`src/source/otp_lc_pkg.sv`:
```
//////////////////////////////
// Shared OTP definitions
// Native word widths, partition error codes
// Command and response structs of the fuse macro port
//////////////////////////////

package otp_lc_pkg;

  //////////////////////////////
  // Widths
  //////////////////////////////

  // One native fuse word
  parameter int OtpWidth = 16;

  // Word address into the macro
  parameter int OtpAddrWidth = 8;

  //////////////////////////////
  // Error codes
  //////////////////////////////

  // Partition error code, also returned by the macro per write
  typedef enum logic [1:0] {
    NoError              = 2'b00,
    // Write tried to clear a fuse bit that is already blown
    MacroWriteBlankError = 2'b01,
    // Glitched FSM, escalation or counter fault
    FsmStateError        = 2'b10
  } otp_err_e;

  //////////////////////////////
  // Macro port
  //////////////////////////////

  // Writer to macro, held stable until granted
  typedef struct packed {
    logic                    req;
    logic [OtpAddrWidth-1:0] addr;
    logic [OtpWidth-1:0]     wdata;
  } otp_cmd_t;

  // Macro to writer, one response per granted write
  typedef struct packed {
    logic     rvalid;
    // Only meaningful while rvalid is high
    otp_err_e err;
  } otp_rsp_t;

endpackage
```
`src/source/otp_lc_top.sv`:
```
//////////////////////////////
// LC write path top level
// Writer plus fuse macro model
//////////////////////////////

`timescale 1ns/1ps

module otp_lc_top
  import otp_lc_pkg::*;
#(
  parameter int NumLcWords  = 4,
  parameter int LcOffset    = 8,
  parameter int NumOtpWords = 32
) (
  input  logic                           clk_i,
  input  logic                           rst_ni,
  input  logic                           lci_en_i,
  input  logic                           escalate_en_i,
  input  logic                           lc_req_i,
  input  logic [NumLcWords*OtpWidth-1:0] lc_data_i,
  output logic                           lc_ack_o,
  output logic                           lc_err_o,
  output otp_err_e                       error_o,
  output logic                           fsm_err_o,
  output logic                           lci_prog_idle_o
);

  // Macro port
  otp_cmd_t otp_cmd;
  logic     otp_gnt;
  otp_rsp_t otp_rsp;

  otp_lc_writer #(
    .NumLcWords (NumLcWords),
    .LcOffset   (LcOffset)
  ) u_otp_lc_writer (
    .clk_i,
    .rst_ni,
    .lci_en_i,
    .escalate_en_i,
    .lc_req_i,
    .lc_data_i,
    .lc_ack_o,
    .lc_err_o,
    .error_o,
    .fsm_err_o,
    .lci_prog_idle_o,
    .otp_cmd_o (otp_cmd),
    .otp_gnt_i (otp_gnt),
    .otp_rsp_i (otp_rsp)
  );

  otp_macro_model #(
    .NumOtpWords (NumOtpWords)
  ) u_otp_macro_model (
    .clk_i,
    .rst_ni,
    .otp_cmd_i (otp_cmd),
    .otp_gnt_o (otp_gnt),
    .otp_rsp_o (otp_rsp)
  );

endmodule

```
`src/source/otp_lc_writer.sv`:
```
//////////////////////////////
// Life cycle write path
// Splits the LC value into native words and burns them one by one
// Sparse FSM with terminal error state
//////////////////////////////

`timescale 1ns/1ps

module otp_lc_writer
  import otp_lc_pkg::*;
#(
  parameter int NumLcWords = 4,
  parameter int LcOffset   = 8
) (
  input  logic                           clk_i,
  input  logic                           rst_ni,
  input  logic                           lci_en_i,
  input  logic                           escalate_en_i,
  // LC controller side, level request and single cycle ack
  input  logic                           lc_req_i,
  input  logic [NumLcWords*OtpWidth-1:0] lc_data_i,
  output logic                           lc_ack_o,
  output logic                           lc_err_o,
  // Status
  output otp_err_e                       error_o,
  output logic                           fsm_err_o,
  output logic                           lci_prog_idle_o,
  // Macro side
  output otp_cmd_t                       otp_cmd_o,
  input  logic                           otp_gnt_i,
  input  otp_rsp_t                       otp_rsp_i
);

  localparam int CntWidth = (NumLcWords > 1) ? $clog2(NumLcWords) : 1;
  localparam logic [CntWidth-1:0] LastWord = CntWidth'(NumLcWords - 1);

  //////////////////////////////
  // FSM
  //////////////////////////////

  // Minimum Hamming distance 3 between any two codes
  typedef enum logic [5:0] {
    ResetSt     = 6'b000111,
    IdleSt      = 6'b011010,
    WriteSt     = 6'b101100,
    WriteWaitSt = 6'b110001,
    ErrorSt     = 6'b111111
  } state_e;

  state_e state_d, state_q;
  otp_err_e error_d, error_q;
  logic cnt_clr, cnt_incr, cnt_err;
  logic [CntWidth-1:0] cnt;
  logic otp_req;

  always_comb begin
    state_d         = state_q;
    error_d         = error_q;
    cnt_clr         = 1'b0;
    cnt_incr        = 1'b0;
    otp_req         = 1'b0;
    lc_ack_o        = 1'b0;
    lc_err_o        = 1'b0;
    fsm_err_o       = 1'b0;
    lci_prog_idle_o = 1'b0;

    unique case (state_q)
      // Hold until the LC interface is enabled
      ResetSt: begin
        if (lci_en_i) begin
          state_d = IdleSt;
        end
      end
      // Request is only looked at here
      IdleSt: begin
        lci_prog_idle_o = 1'b1;
        if (lc_req_i) begin
          cnt_clr = 1'b1;
          state_d = WriteSt;
        end
      end
      // Command held until the macro grants it
      WriteSt: begin
        otp_req = 1'b1;
        if (otp_gnt_i) begin
          state_d = WriteWaitSt;
        end
      end
      WriteWaitSt: begin
        if (otp_rsp_i.rvalid) begin
          // Keep the macro error but carry on with the other words
          if (otp_rsp_i.err != NoError) begin
            error_d = otp_rsp_i.err;
          end
          if (cnt == LastWord) begin
            lc_ack_o = 1'b1;
            if (error_d != NoError) begin
              lc_err_o = 1'b1;
              state_d  = ErrorSt;
            end else begin
              state_d = IdleSt;
            end
          end else begin
            cnt_incr = 1'b1;
            state_d  = WriteSt;
          end
        end
      end
      // Terminal, partition locked
      ErrorSt: begin
        if (error_q == NoError) begin
          error_d = FsmStateError;
        end
      end
      // Glitched encoding
      default: begin
        state_d   = ErrorSt;
        fsm_err_o = 1'b1;
        if (error_q == NoError) begin
          error_d = FsmStateError;
        end
      end
    endcase

    // Escalation and counter faults override everything above
    if (escalate_en_i || cnt_err) begin
      state_d   = ErrorSt;
      fsm_err_o = 1'b1;
      if (error_q == NoError) begin
        error_d = FsmStateError;
      end
    end
  end

  always_ff @(posedge clk_i or negedge rst_ni) begin
    if (!rst_ni) begin
      state_q <= ResetSt;
      error_q <= NoError;
    end else begin
      state_q <= state_d;
      error_q <= error_d;
    end
  end

  assign error_o = error_q;

  //////////////////////////////
  // Word counter and command
  //////////////////////////////

  otp_word_counter #(
    .Width(CntWidth)
  ) u_otp_word_counter (
    .clk_i,
    .rst_ni,
    .clr_i  (cnt_clr),
    .incr_i (cnt_incr),
    .cnt_o  (cnt),
    .err_o  (cnt_err)
  );

  logic [NumLcWords-1:0][OtpWidth-1:0] lc_words;
  assign lc_words = lc_data_i;

  // Partition base plus word index; data bus idles at zero
  assign otp_cmd_o = '{
    req:   otp_req,
    addr:  OtpAddrWidth'(LcOffset) + OtpAddrWidth'(cnt),
    wdata: otp_req ? lc_words[cnt] : '0
  };

  //////////////////////////////
  // Assertions
  //////////////////////////////

  // A new write only starts from Idle or after the previous response
  req_rise_a : assert property (@(posedge clk_i) disable iff (!rst_ni)
    $rose(otp_cmd_o.req) |->
      (state_q == WriteSt) && ($past(state_q) inside {IdleSt, WriteWaitSt}));

  // Ack is a single cycle pulse
  ack_pulse_a : assert property (@(posedge clk_i) disable iff (!rst_ni)
    lc_ack_o |=> !lc_ack_o);

endmodule

```
`src/source/otp_macro_model.sv`:
```
//////////////////////////////
// Behavioral fuse macro
// One-way bit programming, same cycle grant, 2 cycle response
//////////////////////////////

`timescale 1ns/1ps

module otp_macro_model
  import otp_lc_pkg::*;
#(
  parameter int NumOtpWords = 32
) (
  input  logic     clk_i,
  input  logic     rst_ni,
  input  otp_cmd_t otp_cmd_i,
  output logic     otp_gnt_o,
  output otp_rsp_t otp_rsp_o
);

  // Fuse array, blank after reset
  logic [NumOtpWords-1:0][OtpWidth-1:0] fuse_q;

  // Response pipeline, stage 1 is the last entry
  logic [1:0]                   vld_q;
  logic [1:0][OtpAddrWidth-1:0] addr_q;
  logic [1:0][OtpWidth-1:0]     wdata_q;

  logic [OtpWidth-1:0] old_word;
  logic                blank_err;

  //////////////////////////////
  // Grant
  //////////////////////////////

  // One write in flight at a time
  assign otp_gnt_o = otp_cmd_i.req && (vld_q == 2'b00);

  always_ff @(posedge clk_i or negedge rst_ni) begin
    if (!rst_ni) begin
      vld_q <= 2'b00;
    end else begin
      vld_q <= {vld_q[0], otp_gnt_o};
    end
  end

  // Payload just follows along
  always_ff @(posedge clk_i) begin
    addr_q  <= {addr_q[0], otp_cmd_i.addr};
    wdata_q <= {wdata_q[0], otp_cmd_i.wdata};
  end

  //////////////////////////////
  // Programming
  //////////////////////////////

  assign old_word = fuse_q[addr_q[1]];

  // Any blown bit that the new word wants cleared
  assign blank_err = |(old_word & ~wdata_q[1]);

  // Array changes in the cycle the response leaves
  always_ff @(posedge clk_i or negedge rst_ni) begin
    if (!rst_ni) begin
      fuse_q <= '0;
    end else if (vld_q[1]) begin
      fuse_q[addr_q[1]] <= old_word | wdata_q[1];
    end
  end

  assign otp_rsp_o.rvalid = vld_q[1];
  assign otp_rsp_o.err    = (vld_q[1] && blank_err) ? MacroWriteBlankError : NoError;

  //////////////////////////////
  // Assertions
  //////////////////////////////

  addr_range_a : assert property (@(posedge clk_i) disable iff (!rst_ni)
    otp_cmd_i.req |-> (int'(otp_cmd_i.addr) < NumOtpWords));

endmodule

```
`src/source/otp_word_counter.sv`:
```
//////////////////////////////
// Redundant word counter
// Count plus inverted shadow copy, flags any disagreement
//////////////////////////////

`timescale 1ns/1ps

module otp_word_counter #(
  parameter int Width = 2
) (
  input  logic             clk_i,
  input  logic             rst_ni,
  input  logic             clr_i,
  input  logic             incr_i,
  output logic [Width-1:0] cnt_o,
  output logic             err_o
);

  logic [Width-1:0] cnt_d;
  logic [Width-1:0] cnt_q;
  // Shadow copy, always stored inverted
  logic [Width-1:0] cnt_n_q;

  // Next count, clear wins over increment
  always_comb begin
    cnt_d = cnt_q;
    if (clr_i) begin
      cnt_d = '0;
    end else if (incr_i) begin
      cnt_d = cnt_q + Width'(1);
    end
  end

  // Both copies move on the same edge
  always_ff @(posedge clk_i or negedge rst_ni) begin
    if (!rst_ni) begin
      cnt_q   <= '0;
      cnt_n_q <= '1;
    end else begin
      cnt_q   <= cnt_d;
      cnt_n_q <= ~cnt_d;
    end
  end

  assign cnt_o = cnt_q;

  // A flipped bit in either register shows up here
  assign err_o = (cnt_q != ~cnt_n_q);

  // The writer never clears and steps the counter in one cycle
  clr_incr_excl_a : assert property (@(posedge clk_i) disable iff (!rst_ni)
    !(clr_i && incr_i));

endmodule

```
`config.mk`:
```
export PLATFORM = sky130hd
export DESIGN_NAME = otp_lc_top
export DESIGN_NICKNAME = d
export VERILOG_FILES = /design/src/source/otp_lc_pkg.sv /design/src/source/otp_lc_top.sv /design/src/source/otp_lc_writer.sv /design/src/source/otp_macro_model.sv /design/src/source/otp_word_counter.sv
export SDC_FILE = /design/constraint.sdc
export NUM_CORES = 1
export LEC_CHECK = 0
export ABC_AREA = 1
export BUFFER_PORTS_ARGS = -buffer_cell sky130_fd_sc_hd__clkbuf_2
export CORE_ASPECT_RATIO = 0.9
export CORE_UTILIZATION = 48
export CTS_CLUSTER_DIAMETER = 80
export DETAILED_ROUTE_END_ITERATION = 16
export HOLD_SLACK_MARGIN = 0.15
export PLACE_DENSITY_LB_ADDON = 0.25
export SLEW_MARGIN = 10
export SYNTH_ARGS = -nofsm -noshare
export SYNTH_HDL_FRONTEND = slang
export SYNTH_SLANG_ARGS = --single-unit
export TNS_END_PERCENT = 10
```
`constraint.sdc`:
```
create_clock -name clk_i -period 2 [get_ports clk_i]
set_clock_uncertainty 0.2 [all_clocks]
set_input_delay 0.2 -clock clk_i [delete_from_list [all_inputs] [get_ports clk_i]]
set_output_delay 0.2 -clock clk_i [all_outputs]
set_load 0.1 [all_outputs]
```
# Word level (Yosys, flattened, before mapping)
# Index checks and enable logic that the tools add are counted.
[word_totals]
register_bits = 568
latchBits = 0
ram_bits = 0
romBits = 0
inputBits = 69
output_inout_bits = 6
wordCells = 117
memories = 0
[op_classes]
addsub = 2
mul = 0
n_div = 0
n_lt_le_gt_ge = 3
eq_ne = 12
n_shift = 0
muxes = 42
bitwise_logic = 5
n_reduce_logical = 12
[ops]
columns = ["cell", "count"]
rows = [
  ["$bwmux 512", 1],
  ["$bmux 16 s5", 1],
  ["$demux 16 s5", 1],
  ["$mux 16", 3],
  ["$mux 6", 7],
  ["$bmux 16 s2", 1],
  ["$pmux 6 s5", 1],
  ["$eq 6x6->1 const B", 3],
  ["$mux 2", 9],
  ["$mux 1", 17],
  ["$and 16x16->16", 1],
  ["$not 16->16", 1],
  ["$or 16x16->16", 1],
  ["$reduce_or 16->1", 1],
  ["$eq 6x3->1 const B", 1],
  ["$eq 6x5->1 const B", 1],
  ["$lt 5x6->1 const B", 1],
  ["$ne 3x1->1 const B", 2],
  ["$ne 3x2->1 const B", 2],
  ["$add 4x2->5 const A", 1],
  ["$ge 5x1->1 const B", 1],
  ["$reduce_and 5->1", 1],
  ["$reduce_or 5->1", 1],
  ["$logic_not 2->1", 2],
  ["11 further kinds", 15],
]

# Longest topological paths before layout
# Gate-level depths: netlist of the first run.
[logic_depth]
ltp_word = 16
mapped_depth = 16

# Cells and area by module
# A second synthesis of the first run with hierarchy kept.
[unflattened]
hier_cells = 3531
area_unflattened_um2 = 26496.7
[by_module_without_submodules]
columns = ["mod", "n_inst", "cells_each", "area_each_um2", "seq_area_each_um2"]
rows = [
  ["otp_macro_model", 1, 3245, 24985.2, 13823.3],
  ["otp_lc_writer", 1, 259, 1311.3, 203.9],
  ["otp_word_counter", 1, 27, 200.2, 102.6],
]

# Worst setup path before layout of the first run
# No wires, ideal clock.
[synth_path]
kind = "register -> output"
startpoint = "register u_otp_lc_writer.state_q[1]"
endpoint = "output port fsm_err_o"
arrival_time_ps = 3699
required_ps = 1600
setup_slack_ps = -2099
stages_incl_launch_ff = 6
cell_sequence = "dfstp_2 nand2_1 nor4_2 inv_1 nand4_1 o21ai_0"
[synth_between]
elab_chain_len = 4
elab_cells_between_ends = 8
cone_classes = "eq/ne: 5; mux: 2; reduce/logical: 1"
[synth_rtl]
columns = ["element", "line", "rtl"]
rows = [
  ["start, declared", "otp_lc_writer.sv:50", "state_e state_d, state_q;"],
  ["start signal, assigned", "otp_lc_writer.sv:137", "state_q <= ResetSt;"],
  ["start signal, assigned", "otp_lc_writer.sv:140", "state_q <= state_d;"],
  ["$eq 6x3->1, or another cell as far along", "otp_lc_writer.sv:67", "unique case (state_q)"],
  ["$reduce_or 5->1 (no source line) (*)", "n/a", ""],
  ["$mux 1 (*)", "otp_lc_writer.sv:67", ""],
  ["$mux 1 (*)", "otp_lc_writer.sv:126", "if (escalate_en_i || cnt_err) begin"],
  ["end, declared", "otp_lc_top.sv:24", "output logic fsm_err_o,"],
]
# Mark *: on every way between the ends. The rest lies on a longest branch, timed or not.

# Final worst setup path of the first run
[layout_path]
startpoint = "register u_otp_macro_model.addr_q[8] in the netlist's numbering"
endpoint = "output port lc_err_o"
[layout_between]
elab_chain_len = 15
[layout_rtl]
columns = ["element", "line", "rtl"]
rows = [
  ["start, declared", "otp_macro_model.sv:25", "logic [1:0][OtpAddrWidth-1:0] addr_q;"],
  ["start signal, assigned", "otp_macro_model.sv:48", "addr_q <= {addr_q[0], otp_cmd_i.addr};"],
  ["$bmux 16 s5 (*)", "otp_macro_model.sv:56", "assign old_word = fuse_q[addr_q[1]];"],
  ["$mux 16 (implied by the code) (*)", "otp_macro_model.sv:56", ""],
  ["$and 16x16->16 (*)", "otp_macro_model.sv:59", "assign blank_err = |(old_word & ~wdata_q[1]);"],
  ["$reduce_or 16->1 (*)", "otp_macro_model.sv:59", ""],
  ["$logic_and 1x1->1 (*)", "otp_macro_model.sv:71", "assign otp_rsp_o.err = (vld_q[1] && blank_err) ? MacroWriteBlankError : NoError;"],
  ["$mux 1 (*)", "otp_macro_model.sv:71", ""],
  ["$reduce_bool 2->1", "otp_lc_writer.sv:92", "if (otp_rsp_i.err != NoError) begin"],
  ["$mux 2 (*)", "otp_lc_writer.sv:92", ""],
  ["$mux 2 (*)", "otp_lc_writer.sv:90", "if (otp_rsp_i.rvalid) begin"],
  ["$mux 2 (*)", "otp_lc_writer.sv:67", ""],
  ["$reduce_bool 2->1 (*)", "otp_lc_writer.sv:97", "if (error_d != NoError) begin"],
  ["$mux 1 (*)", "otp_lc_writer.sv:97", ""],
  ["$mux 1 (*)", "otp_lc_writer.sv:95", "if (cnt == LastWord) begin"],
  ["$mux 1 (*)", "otp_lc_writer.sv:90", ""],
  ["$mux 1 (*)", "otp_lc_writer.sv:67", ""],
  ["end, declared", "otp_lc_top.sv:22", "output logic lc_err_o,"],
]
# Mark *: on every way between the ends. The rest lies on a longest branch, timed or not. The select of a mux whose other input is x is not followed.

==> run summary, run 1 <==
The sequential cell area fraction in the yosys report came out at 0.506. The total wire length after detailed routing came out at 16100 µm. The flow ran to the end, but the final reports show violations. The number of CTS-inserted buffers is 17. The first-pass detailed-route iteration total came out at 5. The total routing usage reported by global routing came out at 0.300. The count of port buffers added during placement came out at 74. The count of final hold-check violations is 0. The number of global-route vias before repair came to 5345. Synthesis inferred 114 register bits. Summed over all failing endpoints, the final setup total negative slack is -1.65 ns. The startpoint class of the critical path is a flip-flop. The clock latency on the worst-skew pair came out at about 0.40 ns. Static timing analysis puts the maximum clock frequency at 392 MHz.

The initial standard-cell utilization of the core came out at 0.492. The number of max-slew violations in the final report came out at 0. The worst-margin pin slew is 0.795 ns. The filler cell count is a little over 700. Clock-pin slew was measured on the worst setup and hold paths at 0.06 ns. The number of cells produced by synthesis is 651. The endpoint type of the worst setup path is an output pin. From bottom edge to top edge, the die measures 102 µm.

The congestion estimate from routability-driven global placement came to between 0.8 and 0.9. Entering global routing, the biggest net connects 35 pins. Hold timing on the final database bottoms out at a slack of about 0.18 ns.

Among all stages on the critical path, the largest delay is contributed by sky130_fd_sc_hd__dfxtp_4. The area of placed instances came out at 6180 µm². The total of warnings raised by yosys came out at 0. The maximum clock insertion buffer count is 2. 0 antenna diodes ended up in the layout. The clock net in this run drives a total of 114 sinks. The placeable core area is 10800 µm². The global-route wire length before repair is between 20000 and 30000 µm. The number of max-cap violations is 0. The TritonCTS clock tree is built. The die outline width came out at 113 µm. The number of unique standard cell types used by synthesis came out at 33. Data arrives at the worst endpoint at 2.15 ns. The net count after synthesis is 721. The first-iteration detailed-routing DRC count is 369. The HPWL after detailed placement came out at 8820 µm. Counting stages on the worst path, the most repeated cell is sky130_fd_sc_hd__nand2_1. Power spread over the standard cell area amounts to 754 nW/µm². The area of the die is roughly 11000 µm². The floorplan row count came out at 36.

The post-route minimum period is 2.55 ns. The delay of the slowest cell on the worst path is 0.36 ns. The post-synthesis area per instance is 8.14 µm². The post-route DRC violation count came out at 0. The leakage power figure is 3.91 nW. After synthesis the cells add up to 5300 µm². The top cell types in the final layout, fill and taps aside, are 170 x sky130_fd_sc_hd__nand2_1, 92 x sky130_fd_sc_hd__nor2_1, 88 x sky130_fd_sc_hd__dlygate4sd3_1. The internal reg-to-reg setup slack is -0.11 ns. The ratio of final minimum period to clock period came out at 1.28. The final routed wire length divided by cell count came out at 16.1 µm. The final reports fail on setup timing. The average via count per standard cell is around 5.3. The via count came out at 5294. The initial antenna violation count was 0. The leftover overflow at the end of global routing came out at 0.

The highest fanout seen on the critical path is 17. The final layout net count is 925. The worst voltage drop across the vdd grid is 520 µV. The critical path in this run is classified as reg -> out.

The number of endpoints failing setup at the final stage is 11. The final antenna-violating net count is 0. The critical path required time is around 1.6 ns. The share of final-layout standard cells stronger than drive strength 1 came out at 0.263.

Setup repair after global routing could not meet its margin everywhere. Walking the worst path, the cells encountered are buf_6 > buf_12 > nand2_2 > o21ai_1 > nand2_1 > nand2_1 > nand2_1 > nand2_1 > nor2_1 > nand2_1 > o21ai_2 > nand2_1 > nand2_2 > nor2_2 > buf_12. For this design the top-level I/O count stands at 75.

The worst hold path belongs to the class reg -> reg. The area growth from synthesis to layout is 46.5%. The tightest slew margin relative to the limit came out at 0.468. The H-tree was split into 4 levels. The tree is rooted in a sky130_fd_sc_hd__clkbuf_16. The leading cell type in the layout, fill and taps excluded is sky130_fd_sc_hd__nand2_1. The final instance area is 7760 µm². The worst setup margin came out at -0.550 ns.
[per-layer routing]
layer / vias to the layer above / routed length, µm / global-route usage
met5: - / 0 / 0
met4: 0 / 432 / 0.120
met3: 54 / 1420 / 0.0742
met2: 294 / 7510 / 0.505
met1: 2457 / 6760 / 0.374
li1: 2489 / - / -
[state kept, by name, summed over array words and instances, names as in the netlist]
| name | flops |
|---|---|
| u_otp_lc_writer.u_otp_word_counter.cnt_o | 2 |
| u_otp_macro_model.fuse_q | 64 |
| u_otp_macro_model.vld_q | 2 |
| u_otp_macro_model.wdata_q | 32 |
| u_otp_lc_writer.u_otp_word_counter.cnt_n_q | 2 |
| u_otp_lc_writer.state_q | 6 |
| u_otp_macro_model.addr_q | 4 |
| u_otp_lc_writer.error_o | 2 |
[report_power, final]
group	internal [W]	leakage, nW	total, W	switching (W)
sequential	0.00230	1.34	0.00230	0.00000422
clock	0.00203	0.309	0.00320	0.00117
combinational	0.000184	2.26	0.000348	0.000164
total	0.00451	3.91	0.00585	0.00134
[synth_stat cells (all sizes together)]
cell    count  area [µm²]
nand2     174         653
nor2       95         367
o21ai      75         379
dfrtp      73        1830
inv        62         233
mux2       42         473
dfxtp      36         721
nand3      22         115
a21oi      17        85.1
buf        16         105
nor3       11        70.1
clkbuf     10        37.5
dfstp       5         131
a31oi       2        12.5
clkinv      2        7.51
nor4        2        25.0
a22oi       1        7.51
ha          1        12.5
nand3b      1        7.51
nand4       1        6.26
o211ai      1        7.51
or2         1        6.26
xnor2       1        8.76
[cell families after synthesis]
family | after synthesis | synth area share
AO/OA/AOI/OAI | 96 | 0.0928
XOR/XNOR | 1 | 0.00165
adder cells (fa/ha/maj) | 1 | 0.00236
buffers and inverters | 90 | 0.0723
flip-flops | 114 | 0.506
multiplexers | 42 | 0.0893
AND/OR/NAND/NOR | 307 | 0.236
[final cells by class]
cell class                 instances  area (µm²)  area share
sequential                       114        2680       0.346
multi-input combinational        447        2300       0.296
timing repair buffer             211        1740       0.224
clock buffer                      19         475      0.0613
inverter                          64         240      0.0310
tap                              133         166      0.0214
clock inverter                    13         158      0.0203
[worst max-delay path: cells and delay by family, from the launching register on]
family,cells,cell delay [ns]
AOI/OAI and AO/OA,2,0.24
buffers and inverters,3,0.44
DFF,1,0.36
and+or+nand+nor,10,0.70
[worst paths after layout]
kind / to / startpoint / cells after the start
setup reg to reg: u_otp_lc_writer.state_q[5] / u_otp_macro_model.addr_q[8] / 17
min in group asynchronous: u_otp_macro_model.fuse_q[159] / rst_ni / 4
hold / removal: u_otp_macro_model.wdata_q[16] / u_otp_macro_model.wdata_q[0] / 0
hold reg to reg: u_otp_macro_model.wdata_q[16] / u_otp_macro_model.wdata_q[0] / 0
setup / recovery: lc_err_o / u_otp_macro_model.addr_q[8] / 15
max in group asynchronous: u_otp_macro_model.fuse_q[172] / rst_ni / 3
[stage by stage]
| stage | std cells | worst slack [ns] | utilization | power [W] |
|---|---|---|---|---|
| floorplan | 651 | -0.813 | - | 0.00242 |
| global placement | 878 | -0.124 | 0.574 | 0.00256 |
| detailed placement | 878 | -0.153 | 0.574 | 0.00256 |
| CTS | 998 | -0.537 | 0.716 | 0.00584 |
| global route | 1001 | -0.686 | 0.721 | 0.00600 |
| finish | 1001 | -0.550 | 0.721 | 0.00585 |
[timing repair]
item,CTS,global route
pin swaps,0,9
buffers inserted,0,3
gates resized for setup,5,9
endpoints found under the hold margin,116,0
hold buffers,88,0
endpoints found under the setup margin,12,24
(Power assumes the default switching activity.)
==> inputs of run 2 (changes only) <==
==> constraint.sdc (replaced) <==
create_clock -name clk_i -period 2.54 [get_ports clk_i]
set_clock_uncertainty 0.2 [all_clocks]
set_input_delay 0.254 -clock clk_i [delete_from_list [all_inputs] [get_ports clk_i]]
set_output_delay 0.254 -clock clk_i [all_outputs]
set_load 0.1 [all_outputs]
==> run 2 against run 1 <==
Effect of this change: the run still ends with setup timing left; clock power fell by 26%; die area unchanged; count of clock-buffer cells in the layout increased by 2; cell area shrank 4.1%; largest cell class unchanged; largest power group unchanged.
==> run summary, run 2 (synthesized netlist as in run 1, its figures left out) <==
The flow ran to the end, but the final reports show violations. The final reports fail on setup timing. In this run the tool buffered the top-level ports with 74 buffer cells.

The post-route DRC violation count is 0. The clock-pin slew reported for the worst setup and hold paths after clock tree synthesis is 0.05 ns. The global-route wire length before repair is 25000 µm. The first-iteration detailed-routing DRC count is 360. The total instance count after detailed placement came out at 849. Counting the buffers created by CTS gives 17. The layer flagged by global routing as most heavily used is met2. The count of nets left with antenna violations once routing finished came out at 0. The initial antenna violation count came to 1. Summing all multi-input logic gate instances after layout gives 2290 µm². The total routing usage reported by global routing came out at 0.285. For met1 alone, demand over resource in global routing was 0.346. The count of final hold-check violations came out at 0.

The library cell used most frequently in the layout, excluding fill and tap cells, is sky130_fd_sc_hd__nand2_1. The worst setup path is of the reg -> out kind. The met3 usage in global routing came out at 0.0808. The number of max-slew violations in the final report was 0. The routed design could run at a clock period as short as ~2.5 ns. The clock latency on the worst-skew pair came out at 0.42 ns.

In this run the critical register-to-register path is launched from u_otp_lc_writer.u_otp_word_counter.cnt_o[1]. The area of the die came out at approximately 11000 µm². CTS placed an instance of sky130_fd_sc_hd__clkbuf_16 at the clock tree root. Routability-driven placement finished with a final weighted congestion of 0.847. Detailed routing inserted a total of 5171 vias.

Once detailed placement completed, the half-perimeter wirelength came to 8480 µm. The total power draw came out at 0.00444 W. The average via count per standard cell is 5.34. In the final layout, the registers with the most flip-flops are u_otp_macro_model.fuse_q x64, u_otp_macro_model.wdata_q x32, u_otp_lc_writer.state_q x6. The critical path required time is 2.09 ns.

TritonCTS built the clock tree. Setup repair after global routing could not meet its margin everywhere. The tool flagged a number of max-cap violations equal to 0. The number of endpoints failing setup at the final stage is 1.

The depth of the worst register-to-register path came out at 6. In the layout the commonest cells are 172 x sky130_fd_sc_hd__nand2_1, 91 x sky130_fd_sc_hd__nor2_1, 81 x sky130_fd_sc_hd__dlygate4sd3_1. The internal reg-to-reg setup slack came out at 0.16 ns. The met2 usage in global routing is 0.466. The height of the chip came out at 102 µm.

The tightest slew margin relative to the limit is 0.623. The reg-to-reg critical path endpoint is u_otp_macro_model.wdata_q[10]. The filler cells instantiated in the layout total 714.

In the final layout, the share of cells above drive strength 1 is 0.240. The clock drives 114 sinks. Wires add up to 15600 µm. The worst-margin pin slew came out at 0.563 ns.

Power spread over the standard cell area amounts to 597 nW/µm². Entering global routing, the biggest net connects 41 pins. For this run the aggregate overflow at the end of global routing stands at 0.

The tightest min-delay check is of the in -> async type. The number of flip-flops in the largest register came out at 64. The placeable core area came out at 10800 µm². Once routing completed, OpenROAD measured the worst setup slack at -0.00795 ns. The worst voltage drop across the vdd grid came out at a little under 500 µV. The worst setup path is launched from a flip-flop. Ranked by flip-flop count, first place goes to u_otp_macro_model.fuse_q. From left edge to right edge, the die measures 113 µm. The ratio of final minimum period to clock period is 1.00. The count of pins on the block boundary is 75.

After the last flow step, the layout net total stands at 891. The sequential cells in the finished layout cover a total of ~2700 µm². The H-tree depth is 4.

The post-layout instance count excluding filler cells is 968. The leakage power figure came out at 3.70 nW. In the final routed layout, each cell accounts on average for 16.1 µm. The initial standard-cell utilization of the core is 0.492. The maximum clock insertion buffer count came out at 2. The area overhead of the layout relative to synthesis came out at 40.5%. The first-pass detailed-route iteration total is 7. At the worst endpoint, the arrival time is 2.09 ns. The fmax came out at between 300 and 400 MHz. The highest fanout seen on the critical path came out at 15. STA classifies the critical path endpoint as an output pin. Row generation in the floorplan step produced 36 rows. The number of global-route vias before repair was between 5000 and 6000. The worst hold slack after final layout came out at 0.156 ns.
==> run 2: cell type report <==
type	instances	share of cell area
timing repair buffer	176	0.192
tap	133	0.0224
sequential	114	0.361
antenna	1	0.000336
inverter	64	0.0341
multi-input combinational	447	0.308
clock inverter	11	0.0150
clock buffer	21	0.0662
timing repair inverter	1	0.000672
==> run 2: how the worst max path moves through the flow <==
stage / startpoint / to / cells after the start
6_report: u_otp_macro_model.addr_q[8] / lc_err_o / 14
5_1_grt: u_otp_macro_model.addr_q[8] / lc_err_o / 14
4_1_cts: u_otp_macro_model.addr_q[8] / lc_err_o / 14
3_5_place_dp: u_otp_macro_model.addr_q[8] / lc_err_o / 14
3_3_place_gp: u_otp_macro_model.addr_q[8] / lc_err_o / 13
2_1_floorplan: u_otp_lc_writer.state_q[1] / fsm_err_o / 5
==> run 2: power breakdown <==
part | total (W) | internal (W) | switching, W
logic | 0.000244 | 0.000122 | 0.000121
registers | 0.00181 | 0.00181 | 0.00000362
clock network | 0.00238 | 0.00151 | 0.000878
total | 0.00444 | 0.00344 | 0.00100
==> run 2: layer usage <==
layer | vias to the layer above | routed length, µm | part of all wire
met4 | 0 | 590 | 0.038
li1 | 2419 | - | -
met1 | 2346 | 6390 | 0.41
met5 | - | 0 | 0
met3 | 74 | 1440 | 0.092
met2 | 332 | 7190 | 0.46
==> run 2: timing repair <==
| action | CTS | global route |
|---|---|---|
| hold buffers | 81 | 0 |
| endpoints found under the hold margin | 113 | 0 |
| gates resized for setup | 18 | 8 |
| setup endpoints to repair | 1 | 13 |
| buffers inserted | 4 | 0 |
| gates cloned | 0 | 1 |
| pin swaps | 3 | 1 |
==> run 2: worst max-delay path: stages (launching register included) <==
cell,delay (ns)
sky130_fd_sc_hd__dfxtp_4,0.39
sky130_fd_sc_hd__inv_4,0.10
sky130_fd_sc_hd__nand2_4,0.08
sky130_fd_sc_hd__nor2_1,0.04
sky130_fd_sc_hd__nor2_1,0.13
sky130_fd_sc_hd__nand2_1,0.07
sky130_fd_sc_hd__nand2_1,0.05
sky130_fd_sc_hd__nand2_1,0.05
sky130_fd_sc_hd__nor2_1,0.08
sky130_fd_sc_hd__nand2_1,0.09
sky130_fd_sc_hd__o21ai_2,0.20
sky130_fd_sc_hd__nand2_1,0.09
sky130_fd_sc_hd__nand2_2,0.09
sky130_fd_sc_hd__nor2_4,0.04
sky130_fd_sc_hd__buf_12,0.17
==> run 2: per-stage QoR <==
step / setup TNS, ns / cell area, µm² / utilization / setup WS [ns]
3_3_place_gp: 0 / 5890 / 0.547 / 0.312
6_report: -0.00795 / 7440 / 0.691 / -0.00795
3_5_place_dp: 0 / 5890 / 0.547 / 0.289
5_1_grt: -0.130 / 7440 / 0.691 / -0.130
4_1_cts: -0.0103 / 7400 / 0.688 / -0.0103
2_1_floorplan: -1.36 / 5320 / - / -0.349
